`src/rtl/frep_pkg.sv`:
```
/*
 * FREP sequencer shared definitions
 * Widths, instruction path encoding, loop configuration and decode constants
 */
`default_nettype none

package frep_pkg;

  // Iteration count limited to 16 bits, i.e. up to 65536 iterations
  localparam int unsigned LoopIterBits = 16;
  localparam int unsigned InstWidth = 32;
  localparam int unsigned IdWidth = 5;

  // Where an offloaded instruction goes
  typedef enum logic [1:0] {
    PathBuffer = 2'd0,
    PathDirect = 2'd1,
    PathFrep   = 2'd2
  } inst_path_e;

  ////////////////////////////////////////////////////////////
  // Decode constants
  ////////////////////////////////////////////////////////////

  localparam logic [6:0] OpcodeFrep = 7'b0001011;
  localparam logic [6:0] OpcodeSystem = 7'b1110011;
  localparam logic [6:0] OpcodeOpFp = 7'b1010011;

  // OP-FP funct5 values that sync int and float pipelines
  localparam int unsigned NumDirectFunct5 = 5;
  localparam logic [NumDirectFunct5-1:0][4:0] DirectFunct5List = {
    5'b10100,  // compare
    5'b11000,  // convert to int
    5'b11010,  // convert from int
    5'b11100,  // move or classify to int
    5'b11110   // move from int
  };

  // FREP instruction field positions
  localparam int unsigned MaxInstLsb = 20;
  localparam int unsigned StaggerMaxLsb = 12;
  localparam int unsigned StaggerMaskLsb = 8;

  // Register fields, 5 bits each
  localparam int unsigned RdLsb = 7;
  localparam int unsigned Rs1Lsb = 15;
  localparam int unsigned Rs2Lsb = 20;
  localparam int unsigned Rs3Lsb = 27;

  // Loop configuration from decoder to loop controller
  typedef struct packed {
    logic [LoopIterBits-1:0] max_iter;
    logic [2:0]              stagger_max;
    logic [3:0]              stagger_mask;
  } frep_cfg_t;

endpackage

`default_nettype wire

```
`src/rtl/frep_if.sv`:
```
/*
 * FREP sequencer internal interfaces
 * Ring buffer read side and sequenced issue stream
 */
`timescale 1ns/1ps
`default_nettype none

// Ring buffer read side, random access from the loop controller
interface frep_rb_if #(
  parameter int unsigned DepthBits = 4,
  parameter int unsigned EntryWidth = 64
);

  // Controller side
  logic [DepthBits-1:0]  raddr;
  logic                  advance;
  logic [DepthBits:0]    step;

  // Buffer side
  logic [EntryWidth-1:0] rdata;
  logic                  rvalid;
  logic [DepthBits-1:0]  wptr;

  modport buffer (
    input  raddr, advance, step,
    output rdata, rvalid, wptr
  );

  modport ctrl (
    output raddr, advance, step,
    input  rdata, rvalid, wptr
  );

endinterface

// Sequenced instruction stream, valid/ready handshake
interface frep_seq_if #(
  parameter int unsigned AddrWidth = 32
);

  logic                           valid;
  logic                           ready;
  logic [frep_pkg::InstWidth-1:0] op;
  logic [AddrWidth-1:0]           argc;
  // Repeated issue marker
  logic                           repd;

  modport src (
    output valid, op, argc, repd,
    input  ready
  );

  modport dst (
    input  valid, op, argc, repd,
    output ready
  );

endinterface

`default_nettype wire

```
`src/rtl/frep_decoder.sv`:
```
/*
 * FREP decoder
 * Classifies instructions and splits the input handshake into three paths
 */
`timescale 1ns/1ps
`default_nettype none

module frep_decoder (
  input  logic [frep_pkg::InstWidth-1:0] inp_qdata_op_i,
  input  logic                           inp_qvalid_i,
  output logic                           inp_qready_o,
  // Buffer write path
  output logic                           rb_wvalid_o,
  input  logic                           rb_wready_i,
  // FREP path
  output logic                           frep_valid_o,
  input  logic                           frep_ready_i,
  output frep_pkg::frep_cfg_t            frep_cfg_o,
  // Direct path
  output logic                           direct_valid_o,
  input  logic                           direct_ready_i
);

  logic [6:0] opcode;
  logic [4:0] funct5;
  logic is_direct_fp;
  frep_pkg::inst_path_e path_sel;

  assign opcode = inp_qdata_op_i[6:0];
  assign funct5 = inp_qdata_op_i[31:27];

  ////////////////////////////////////////////////////////////
  // Path classification
  ////////////////////////////////////////////////////////////

  // OP-FP moves, compares and conversions between int and float
  always_comb begin
    is_direct_fp = 1'b0;
    for (int i = 0; i < frep_pkg::NumDirectFunct5; i++) begin
      if (funct5 == frep_pkg::DirectFunct5List[i]) begin
        is_direct_fp = 1'b1;
      end
    end
  end

  always_comb begin
    path_sel = frep_pkg::PathBuffer;
    if (opcode == frep_pkg::OpcodeFrep) begin
      path_sel = frep_pkg::PathFrep;
    end else if (opcode == frep_pkg::OpcodeSystem) begin
      // CSR accesses
      path_sel = frep_pkg::PathDirect;
    end else if (opcode == frep_pkg::OpcodeOpFp && is_direct_fp) begin
      path_sel = frep_pkg::PathDirect;
    end
  end

  ////////////////////////////////////////////////////////////
  // Input demux
  ////////////////////////////////////////////////////////////

  // Valid goes to the selected path only
  assign rb_wvalid_o    = inp_qvalid_i && (path_sel == frep_pkg::PathBuffer);
  assign frep_valid_o   = inp_qvalid_i && (path_sel == frep_pkg::PathFrep);
  assign direct_valid_o = inp_qvalid_i && (path_sel == frep_pkg::PathDirect);

  always_comb begin
    case (path_sel)
      frep_pkg::PathFrep:   inp_qready_o = frep_ready_i;
      frep_pkg::PathDirect: inp_qready_o = direct_ready_i;
      default:              inp_qready_o = rb_wready_i;
    endcase
  end

  // Stagger fields; iteration count comes from arga at the top
  assign frep_cfg_o.max_iter     = '0;
  assign frep_cfg_o.stagger_max  = inp_qdata_op_i[frep_pkg::StaggerMaxLsb +: 3];
  assign frep_cfg_o.stagger_mask = inp_qdata_op_i[frep_pkg::StaggerMaskLsb +: 4];

endmodule

`default_nettype wire

```
`src/rtl/frep_issue_mux.sv`:
```
/*
 * FREP issue mux
 * Sequenced stream has priority, direct path only when the buffer is drained
 */
`timescale 1ns/1ps
`default_nettype none

module frep_issue_mux #(
  parameter int unsigned DataWidth = 32,
  parameter int unsigned AddrWidth = 32
) (
  frep_seq_if.dst                        seq,
  // Direct path
  input  logic                           direct_valid_i,
  output logic                           direct_ready_o,
  input  logic [frep_pkg::IdWidth-1:0]   inp_qid_i,
  input  logic [frep_pkg::InstWidth-1:0] inp_qdata_op_i,
  input  logic [DataWidth-1:0]           inp_qdata_arga_i,
  input  logic [DataWidth-1:0]           inp_qdata_argb_i,
  input  logic [AddrWidth-1:0]           inp_qdata_argc_i,
  // Output stream
  output logic [frep_pkg::IdWidth-1:0]   oup_qid_o,
  output logic [frep_pkg::InstWidth-1:0] oup_qdata_op_o,
  output logic [DataWidth-1:0]           oup_qdata_arga_o,
  output logic [DataWidth-1:0]           oup_qdata_argb_o,
  output logic [AddrWidth-1:0]           oup_qdata_argc_o,
  output logic                           oup_qdata_repd_o,
  output logic                           oup_qvalid_o,
  input  logic                           oup_qready_i
);

  // Sequenced valid means the buffer has something to issue
  assign oup_qvalid_o   = seq.valid || direct_valid_i;
  assign seq.ready      = oup_qready_i;
  assign direct_ready_o = oup_qready_i && !seq.valid;

  // Sequenced issues carry no id or operands
  assign oup_qid_o        = seq.valid ? '0 : inp_qid_i;
  assign oup_qdata_op_o   = seq.valid ? seq.op : inp_qdata_op_i;
  assign oup_qdata_arga_o = seq.valid ? '0 : inp_qdata_arga_i;
  assign oup_qdata_argb_o = seq.valid ? '0 : inp_qdata_argb_i;
  assign oup_qdata_argc_o = seq.valid ? seq.argc : inp_qdata_argc_i;
  assign oup_qdata_repd_o = seq.valid && seq.repd;

endmodule

`default_nettype wire

```
`src/rtl/frep_loop_ctrl.sv`:
```
/*
 * FREP loop controller
 * Single-level hardware loop over the ring buffer with register staggering
 */
`timescale 1ns/1ps
`default_nettype none

module frep_loop_ctrl #(
  parameter int unsigned DepthBits = 4
) (
  input  logic                 clk_i,
  input  logic                 arst_n_i,
  input  logic                 frep_valid_i,
  input  frep_pkg::frep_cfg_t  frep_cfg_i,
  input  logic [DepthBits-1:0] frep_max_inst_i,
  output logic                 frep_ready_o,
  frep_rb_if.ctrl              rb,
  frep_seq_if.src              seq
);

  // Loop configuration
  frep_pkg::frep_cfg_t cfg_q;
  logic [DepthBits-1:0] max_inst_q;
  logic [DepthBits-1:0] base_q, base_d;

  // Loop state
  logic configured_q, configured_d;
  logic active_q, active_d;
  // Read pointer a whole lap behind the loop base
  logic lap_q, lap_d;
  logic [DepthBits-1:0] rd_ptr_q, rd_ptr_d;
  logic [DepthBits-1:0] inst_cnt_q, inst_cnt_d;
  logic [frep_pkg::LoopIterBits-1:0] iter_cnt_q, iter_cnt_d;
  logic [2:0] stagger_q, stagger_d;

  logic frep_hs, seq_hs;
  logic last_inst, last_iter, loop_end;
  logic [frep_pkg::InstWidth-1:0] raw_op;

  // Only one loop at a time
  assign frep_ready_o = !configured_q;
  assign frep_hs      = frep_valid_i && frep_ready_o;
  assign seq_hs       = seq.valid && seq.ready;

  assign last_inst = inst_cnt_q == max_inst_q;
  assign last_iter = iter_cnt_q == cfg_q.max_iter;
  assign loop_end  = active_q && seq_hs && last_inst && last_iter;

  // Loop body starts at the next buffer write
  assign base_d = frep_hs ? rb.wptr : base_q;

  ////////////////////////////////////////////////////////////
  // Next state
  ////////////////////////////////////////////////////////////

  always_comb begin
    configured_d = configured_q;
    active_d     = active_q;
    lap_d        = lap_q;
    rd_ptr_d     = rd_ptr_q;
    inst_cnt_d   = inst_cnt_q;
    iter_cnt_d   = iter_cnt_q;
    stagger_d    = stagger_q;

    if (frep_hs) begin
      configured_d = 1'b1;
      stagger_d    = '0;
      // Buffer full of older entries
      lap_d        = rb.rvalid && (rd_ptr_q == rb.wptr);
    end

    if (seq_hs) begin
      lap_d    = 1'b0;
      rd_ptr_d = rd_ptr_q + 1'b1;
      if (active_q) begin
        inst_cnt_d = inst_cnt_q + 1'b1;
        if (last_inst) begin
          inst_cnt_d = '0;
          if (last_iter) begin
            // Loop done, counters back to idle
            iter_cnt_d   = '0;
            stagger_d    = '0;
            configured_d = 1'b0;
          end else begin
            // Wrap back to the loop body
            iter_cnt_d = iter_cnt_q + 1'b1;
            rd_ptr_d   = base_q;
            stagger_d  = (stagger_q == cfg_q.stagger_max) ? '0 : stagger_q + 1'b1;
          end
        end
      end
    end

    // Active once all earlier instructions have gone out
    if (loop_end) begin
      active_d = 1'b0;
    end else if (configured_d && !lap_d && (rd_ptr_d == base_d)) begin
      active_d = 1'b1;
    end
  end

  always_ff @(posedge clk_i or negedge arst_n_i) begin
    if (!arst_n_i) begin
      cfg_q        <= '0;
      max_inst_q   <= '0;
      base_q       <= '0;
      configured_q <= 1'b0;
      active_q     <= 1'b0;
      lap_q        <= 1'b0;
      rd_ptr_q     <= '0;
      inst_cnt_q   <= '0;
      iter_cnt_q   <= '0;
      stagger_q    <= '0;
    end else begin
      if (frep_hs) begin
        cfg_q      <= frep_cfg_i;
        max_inst_q <= frep_max_inst_i;
      end
      base_q       <= base_d;
      configured_q <= configured_d;
      active_q     <= active_d;
      lap_q        <= lap_d;
      rd_ptr_q     <= rd_ptr_d;
      inst_cnt_q   <= inst_cnt_d;
      iter_cnt_q   <= iter_cnt_d;
      stagger_q    <= stagger_d;
    end
  end

  ////////////////////////////////////////////////////////////
  // Buffer request and output composition
  ////////////////////////////////////////////////////////////

  // Inside a loop the whole body is freed at the end
  assign rb.raddr   = rd_ptr_q;
  assign rb.advance = active_q ? loop_end : seq_hs;
  assign rb.step    = active_q ? {1'b0, max_inst_q} + 1'b1 : (DepthBits+1)'(1);

  // Entry layout is argc above op
  assign {seq.argc, raw_op} = rb.rdata;

  // Stagger offset, modulo 32 per register field
  always_comb begin
    seq.op = raw_op;
    if (cfg_q.stagger_mask[0]) begin
      seq.op[frep_pkg::RdLsb +: 5] = raw_op[frep_pkg::RdLsb +: 5] + {2'b00, stagger_q};
    end
    if (cfg_q.stagger_mask[1]) begin
      seq.op[frep_pkg::Rs1Lsb +: 5] = raw_op[frep_pkg::Rs1Lsb +: 5] + {2'b00, stagger_q};
    end
    if (cfg_q.stagger_mask[2]) begin
      seq.op[frep_pkg::Rs2Lsb +: 5] = raw_op[frep_pkg::Rs2Lsb +: 5] + {2'b00, stagger_q};
    end
    if (cfg_q.stagger_mask[3]) begin
      seq.op[frep_pkg::Rs3Lsb +: 5] = raw_op[frep_pkg::Rs3Lsb +: 5] + {2'b00, stagger_q};
    end
  end

  assign seq.valid = rb.rvalid;
  // Any issue past the first iteration is a repeat
  assign seq.repd  = iter_cnt_q != '0;

endmodule

`default_nettype wire

```
`src/rtl/frep_ring_buffer.sv`:
```
/*
 * FREP ring buffer
 * Circular storage with write, base and random read pointers
 */
`timescale 1ns/1ps
`default_nettype none

module frep_ring_buffer #(
  parameter int unsigned Depth = 16,
  parameter type entry_t = logic
) (
  input  logic   clk_i,
  input  logic   arst_n_i,
  input  logic   wvalid_i,
  input  entry_t wdata_i,
  output logic   wready_o,
  frep_rb_if.buffer rb
);

  localparam int unsigned DepthBits = $clog2(Depth);

  // Write and base pointers with wrap bit
  logic [DepthBits:0] wptr_q;
  logic [DepthBits:0] base_q;
  logic [DepthBits:0] fill;
  logic [DepthBits-1:0] rd_offset;
  logic write;

  entry_t mem [Depth];

  ////////////////////////////////////////////////////////////
  // Occupancy
  ////////////////////////////////////////////////////////////

  assign fill     = wptr_q - base_q;
  assign wready_o = fill != (DepthBits+1)'(Depth);
  assign write    = wvalid_i && wready_o;

  // Read address is valid if it lies in [base, wptr)
  assign rd_offset = rb.raddr - base_q[DepthBits-1:0];
  assign rb.rvalid = {1'b0, rd_offset} < fill;

  assign rb.rdata = mem[rb.raddr];
  assign rb.wptr  = wptr_q[DepthBits-1:0];

  ////////////////////////////////////////////////////////////
  // Storage and pointers
  ////////////////////////////////////////////////////////////

  always_ff @(posedge clk_i) begin
    if (write) begin
      mem[wptr_q[DepthBits-1:0]] <= wdata_i;
    end
  end

  always_ff @(posedge clk_i or negedge arst_n_i) begin
    if (!arst_n_i) begin
      wptr_q <= '0;
      base_q <= '0;
    end else begin
      if (write) begin
        wptr_q <= wptr_q + 1'b1;
      end
      // Free entries once issued for good
      if (rb.advance) begin
        base_q <= base_q + rb.step;
      end
    end
  end

endmodule

`default_nettype wire

```
`src/rtl/frep_sequencer.sv`:
```
/*
 * FREP instruction sequencer
 * Buffers and repeats offloaded FPU instructions between core and FPU
 */
`timescale 1ns/1ps
`default_nettype none

module frep_sequencer #(
  parameter int unsigned BufferDepth = 16,
  parameter int unsigned DataWidth = 32,
  parameter int unsigned AddrWidth = 32
) (
  input  logic                           clk_i,
  input  logic                           arst_n_i,
  // From the integer core
  input  logic [frep_pkg::IdWidth-1:0]   inp_qid_i,
  input  logic [frep_pkg::InstWidth-1:0] inp_qdata_op_i,
  input  logic [DataWidth-1:0]           inp_qdata_arga_i,
  input  logic [DataWidth-1:0]           inp_qdata_argb_i,
  input  logic [AddrWidth-1:0]           inp_qdata_argc_i,
  input  logic                           inp_qvalid_i,
  output logic                           inp_qready_o,
  // To the FPU
  output logic [frep_pkg::IdWidth-1:0]   oup_qid_o,
  output logic [frep_pkg::InstWidth-1:0] oup_qdata_op_o,
  output logic [DataWidth-1:0]           oup_qdata_arga_o,
  output logic [DataWidth-1:0]           oup_qdata_argb_o,
  output logic [AddrWidth-1:0]           oup_qdata_argc_o,
  output logic                           oup_qdata_repd_o,
  output logic                           oup_qvalid_o,
  input  logic                           oup_qready_i
);

  localparam int unsigned DepthBits = $clog2(BufferDepth);

  // Buffer entry, argc above op
  typedef struct packed {
    logic [AddrWidth-1:0]           argc;
    logic [frep_pkg::InstWidth-1:0] op;
  } rb_entry_t;

  logic rb_wvalid, rb_wready;
  logic frep_valid, frep_ready;
  logic direct_valid, direct_ready;
  frep_pkg::frep_cfg_t dec_cfg;
  frep_pkg::frep_cfg_t frep_cfg;
  logic [DepthBits-1:0] frep_max_inst;
  rb_entry_t rb_wdata;

  frep_rb_if #(.DepthBits(DepthBits), .EntryWidth($bits(rb_entry_t))) rb_if ();
  frep_seq_if #(.AddrWidth(AddrWidth)) seq_if ();

  ////////////////////////////////////////////////////////////
  // Decode and buffer
  ////////////////////////////////////////////////////////////

  frep_decoder frep_decoder_inst (
    .inp_qdata_op_i (inp_qdata_op_i),
    .inp_qvalid_i   (inp_qvalid_i),
    .inp_qready_o   (inp_qready_o),
    .rb_wvalid_o    (rb_wvalid),
    .rb_wready_i    (rb_wready),
    .frep_valid_o   (frep_valid),
    .frep_ready_i   (frep_ready),
    .frep_cfg_o     (dec_cfg),
    .direct_valid_o (direct_valid),
    .direct_ready_i (direct_ready)
  );

  // Iteration count travels in arga
  assign frep_cfg.max_iter     = inp_qdata_arga_i[frep_pkg::LoopIterBits-1:0];
  assign frep_cfg.stagger_max  = dec_cfg.stagger_max;
  assign frep_cfg.stagger_mask = dec_cfg.stagger_mask;
  assign frep_max_inst         = inp_qdata_op_i[frep_pkg::MaxInstLsb +: DepthBits];

  assign rb_wdata.argc = inp_qdata_argc_i;
  assign rb_wdata.op   = inp_qdata_op_i;

  frep_ring_buffer #(
    .Depth   (BufferDepth),
    .entry_t (rb_entry_t)
  ) frep_ring_buffer_inst (
    .clk_i    (clk_i),
    .arst_n_i (arst_n_i),
    .wvalid_i (rb_wvalid),
    .wdata_i  (rb_wdata),
    .wready_o (rb_wready),
    .rb       (rb_if.buffer)
  );

  ////////////////////////////////////////////////////////////
  // Loop control and issue
  ////////////////////////////////////////////////////////////

  frep_loop_ctrl #(.DepthBits(DepthBits)) frep_loop_ctrl_inst (
    .clk_i           (clk_i),
    .arst_n_i        (arst_n_i),
    .frep_valid_i    (frep_valid),
    .frep_cfg_i      (frep_cfg),
    .frep_max_inst_i (frep_max_inst),
    .frep_ready_o    (frep_ready),
    .rb              (rb_if.ctrl),
    .seq             (seq_if.src)
  );

  frep_issue_mux #(
    .DataWidth (DataWidth),
    .AddrWidth (AddrWidth)
  ) frep_issue_mux_inst (
    .seq              (seq_if.dst),
    .direct_valid_i   (direct_valid),
    .direct_ready_o   (direct_ready),
    .inp_qid_i        (inp_qid_i),
    .inp_qdata_op_i   (inp_qdata_op_i),
    .inp_qdata_arga_i (inp_qdata_arga_i),
    .inp_qdata_argb_i (inp_qdata_argb_i),
    .inp_qdata_argc_i (inp_qdata_argc_i),
    .oup_qid_o        (oup_qid_o),
    .oup_qdata_op_o   (oup_qdata_op_o),
    .oup_qdata_arga_o (oup_qdata_arga_o),
    .oup_qdata_argb_o (oup_qdata_argb_o),
    .oup_qdata_argc_o (oup_qdata_argc_o),
    .oup_qdata_repd_o (oup_qdata_repd_o),
    .oup_qvalid_o     (oup_qvalid_o),
    .oup_qready_i     (oup_qready_i)
  );

endmodule

`default_nettype wire

```
`config.mk`:
```
export PLATFORM = sky130hd
export DESIGN_NAME = frep_sequencer
export DESIGN_NICKNAME = d
export VERILOG_FILES = /design/src/rtl/frep_pkg.sv /design/src/rtl/frep_if.sv /design/src/rtl/frep_decoder.sv /design/src/rtl/frep_issue_mux.sv /design/src/rtl/frep_loop_ctrl.sv /design/src/rtl/frep_ring_buffer.sv /design/src/rtl/frep_sequencer.sv
export SDC_FILE = /design/constraint.sdc
export NUM_CORES = 1
export LEC_CHECK = 0
export BUFFER_PORTS_ARGS = -buffer_cell sky130_fd_sc_hd__buf_2
export CAP_MARGIN = 20
export CORE_MARGIN = 5
export CORE_UTILIZATION = 55
export DETAILED_ROUTE_END_ITERATION = 7
export PLACE_DENSITY = 0.87
export SYNTH_ARGS = -nofsm -noshare
export SYNTH_HDL_FRONTEND = slang
export SYNTH_SLANG_ARGS = --single-unit
```
`constraint.sdc`:
```
create_clock -name clk_i -period 7.7 [get_ports clk_i]
set_input_delay 1.925 -clock clk_i [delete_from_list [all_inputs] [get_ports clk_i]]
set_output_delay 1.925 -clock clk_i [all_outputs]
set_load 0.005 [all_outputs]
```
==> results.json <==
{
  "pre_cts_slack_ps": 1480,
  "cts_setup_buffers": 0,
  "grt_setup_unrepaired": "no",
  "fmax_ghz": 0.138,
  "drive_gt1_frac": 0.319,
  "crit_path_start": "frep_loop_ctrl_inst.rb.raddr[1]",
  "cts_sinks": 1095,
  "max_stage_delay_ps": 790,
  "synth_common_cells": "edfxtp_1 (1,024), mux4_2 (316), nand2_1 (274)",
  "clock_latency_ps": 690,
  "slew_headroom": 0.227,
  "power.internal_mw": 14.7,
  "syn_nets": 2440,
  "crit_arrival_ps": 5330,
  "die_height_um": 294,
  "synthToLayoutAreaGrowth_pct": 14.5,
  "async_reset_ff_frac": 0.0648,
  "cellLeakagePower_nw": 17.5,
  "syn_area_mm2": 0.0445,
  "dpl.hpwl_mm": 63.7,
  "yosysUniqueCellTypes": 58,
  "cts_hold_buffers": 0,
  "synth_most_common_cell": "edfxtp_1",
  "drc": 0,
  "cap_violations": 0,
  "grt_overflow": 0,
  "clock_path_buffers": 3,
  "synth_top_area_share": 0.691,
  "port_buffers": 272,
  "fin_crit_ps": 7250,
  "worst_slack_ps": 448,
  "clkTransAtPathRegs_ps": 60,
  "netSwitchingFraction": 0.386,
  "cts-root-buf": "clkbuf_16",
  "cts_tree": "yes",
  "cp-endpoint": "oup_qdata_op_o[18]",
  "hold_start": "frep_loop_ctrl_inst.cfg_q[21]",
  "synth-edff-count": 1024,
  "fp.dieW_um": 294,
  "grt_max_degree": 157,
  "ys_seq_elements": 1095,
  "vias": 24900,
  "totalWireLength_mm": 125,
  "timing.final.crit_share": 0.942,
  "cts_buffers": 103,
  "seqPwrFrac": 0.318,
  "viasPerCell": 6.71,
  "required_ps": 5780,
  "cp_max_fo": 44,
  "p_clk_frac": 0.226,
  "path_class": "reg2out",
  "drt_first_iter_violations": 3846,
  "min_path_type": "reg2reg",
  "cts-resized-gates": 0,
  "wl_per_cell_um": 33.8,
  "num_rows": 104,
  "comb_power_share": 0.456,
  "core_area_mm2": 0.0804,
  "synthTopCellsByArea": "edfxtp_1 (69%), mux4_2 (16%), dfrtp_1 (4.0%)",
  "rr_endpoint": "frep_ring_buffer_inst.mem[11][19]",
  "htreeDepth": 3,
  "synth.yosys.warnings": 0,
  "r2r_start": "frep_ring_buffer_inst.wptr_q[0]",
  "r2r_slack_ps": 2450,
  "crit_slowest_cell": "dfrtp_4",
  "p_per_area_mw_per_mm2": 469,
  "skew_ps": 23.6,
  "dieArea_mm2": 0.0867,
  "synth.avg_cell_area_um2": 19.7,
  "synth_largest_area_cell": "edfxtp_1",
  "io_pins": 273,
  "path_cells": "buf_4 > mux4_2 > mux2_2 > o21ai_0 > inv_1 > ha_1 > a21oi_1 > nor2b_1 > o21ai_0 > xor2_1 > o21ai_0 > buf_2",
  "grt_usage": 0.287,
  "setup_viol": 0,
  "final_max_slew_viol_count": 0,
  "initial_core_util": 0.553,
  "ys_seq_area_frac": 0.731,
  "synth_top_flop_cell": "edfxtp_1",
  "start_kind": "register",
  "dr.pass1.iters": 6,
  "gp_congestion": 0.827,
  "irDropWorstVdd_v": 0.000667,
  "fin_tns_setup_ps": 0,
  "p_switching_mw": 9.22,
  "worst_pin_slew_ps": 1160,
  "finalHoldViolCount": 0,
  "endpoint_kind": "primary output",
  "antenna_found_initial": 3,
  "grt_pass1_vias": 26000,
  "syn_inst": 2260,
  "nNetsFinal": 2741,
  "cpMostUsedCell": "o21ai_0",
  "status": "finished, final reports clean",
  "r2r_cells": 13,
  "grt_pass1_wl_mm": 180,
  "antenna_left": 0
}
## worst max-delay path: cells and delay by family (launching register included)
| family | cells | cell delay [ps] |
|---|---|---|
| multiplexers | 2 | 710 |
| flip-flops | 1 | 790 |
| AND/OR/NAND/NOR | 1 | 80 |
| adder cells (fa/ha/maj) | 1 | 340 |
| AO/OA/AOI/OAI | 4 | 1550 |
| XOR/XNOR | 1 | 130 |
| buffers and inverters | 3 | 1020 |
## worst min-delay path by stage
stage                                            endpoint  slack (ps)  cells past startpoint
final                       frep_loop_ctrl_inst.cfg_q[21]         500                      2
after global routing        frep_loop_ctrl_inst.cfg_q[21]         520                      2
after CTS                 frep_ring_buffer_inst.wptr_q[4]         500                      1
after detailed placement    frep_loop_ctrl_inst.cfg_q[22]         480                      2
after global placement    frep_ring_buffer_inst.wptr_q[4]         480                      1
after floorplan              frep_loop_ctrl_inst.cfg_q[5]         460                      2
## power by group through the flow
stage	Combinational, mW	Sequential [mW]	Clock [mW]
after floorplan	6.26	7.49	0
after global placement	10.2	7.58	0
after detailed placement	10.5	7.66	0
after CTS	10.8	7.59	5.42
after global routing	11.6	7.63	5.71
final	10.9	7.60	5.40
## kinds of logic after synthesis
group           synth area share
xor+xnor                  0.0141
compound gates            0.0145
buf+inv                   0.0141
simple gates              0.0469
flops                      0.731
mux                        0.166
fa+ha+maj                 0.0133
## state kept, by name, summed over array words and instances (netlist names), 3 cells and up
register	count
frep_ring_buffer_inst.mem	1024
frep_loop_ctrl_inst.cfg_q	23
frep_loop_ctrl_inst.iter_cnt_q	16
frep_ring_buffer_inst.base_q	5
frep_ring_buffer_inst.wptr_q	5
frep_loop_ctrl_inst.base_q	4
frep_loop_ctrl_inst.inst_cnt_q	4
frep_loop_ctrl_inst.max_inst_q	4
frep_loop_ctrl_inst.rb.raddr	4
frep_loop_ctrl_inst.stagger_q	3
## per-layer routing
metal | vias to the layer above | global-route usage | wire length (um)
met2 | 2224 | 0.483 | 63100
met5 | - | 0 | 27
met1 | 12600 | 0.376 | 41400
met3 | 398 | 0.0543 | 15100
li1 | 9692 | - | -
met4 | 4 | 0.119 | 5760
## layout by cell type, fill, tap and decap left out, types with 29 or more instances in the layout
master and count:
edfxtp_1 1024, mux4_2 316, nand2_1 273, buf_2 272
clkbuf_16 105, and3_1 71, dfrtp_1 68, o21ai_0 47
xnor2_1 46, ha_1 36, buf_4 35, inv_1 29
## through the flow
stage	total power, mW	hold slack [ps]	util	area, um2	cells
finish	23.9	498	0.633	50900	3707
global route	24.9	519	0.633	50900	3707
CTS	23.8	497	0.633	50900	3704
detailed placement	18.2	483	0.588	47300	3514
global placement	17.7	481	0.588	47300	3514
floorplan	13.7	460	-	44500	2260
## layout make-up
cell class | instances | area [um2]
timing repair buffer | 320 | 1880
fill | 5003 | 29500
sequential | 1095 | 32500
multi-input combinational | 1011 | 11500
inverter | 30 | 115
clock inverter | 72 | 870
tap | 1060 | 1330
antenna | 1 | 2.50
clock buffer | 118 | 2690
Note: power is estimated with default switching activity, not from simulation.
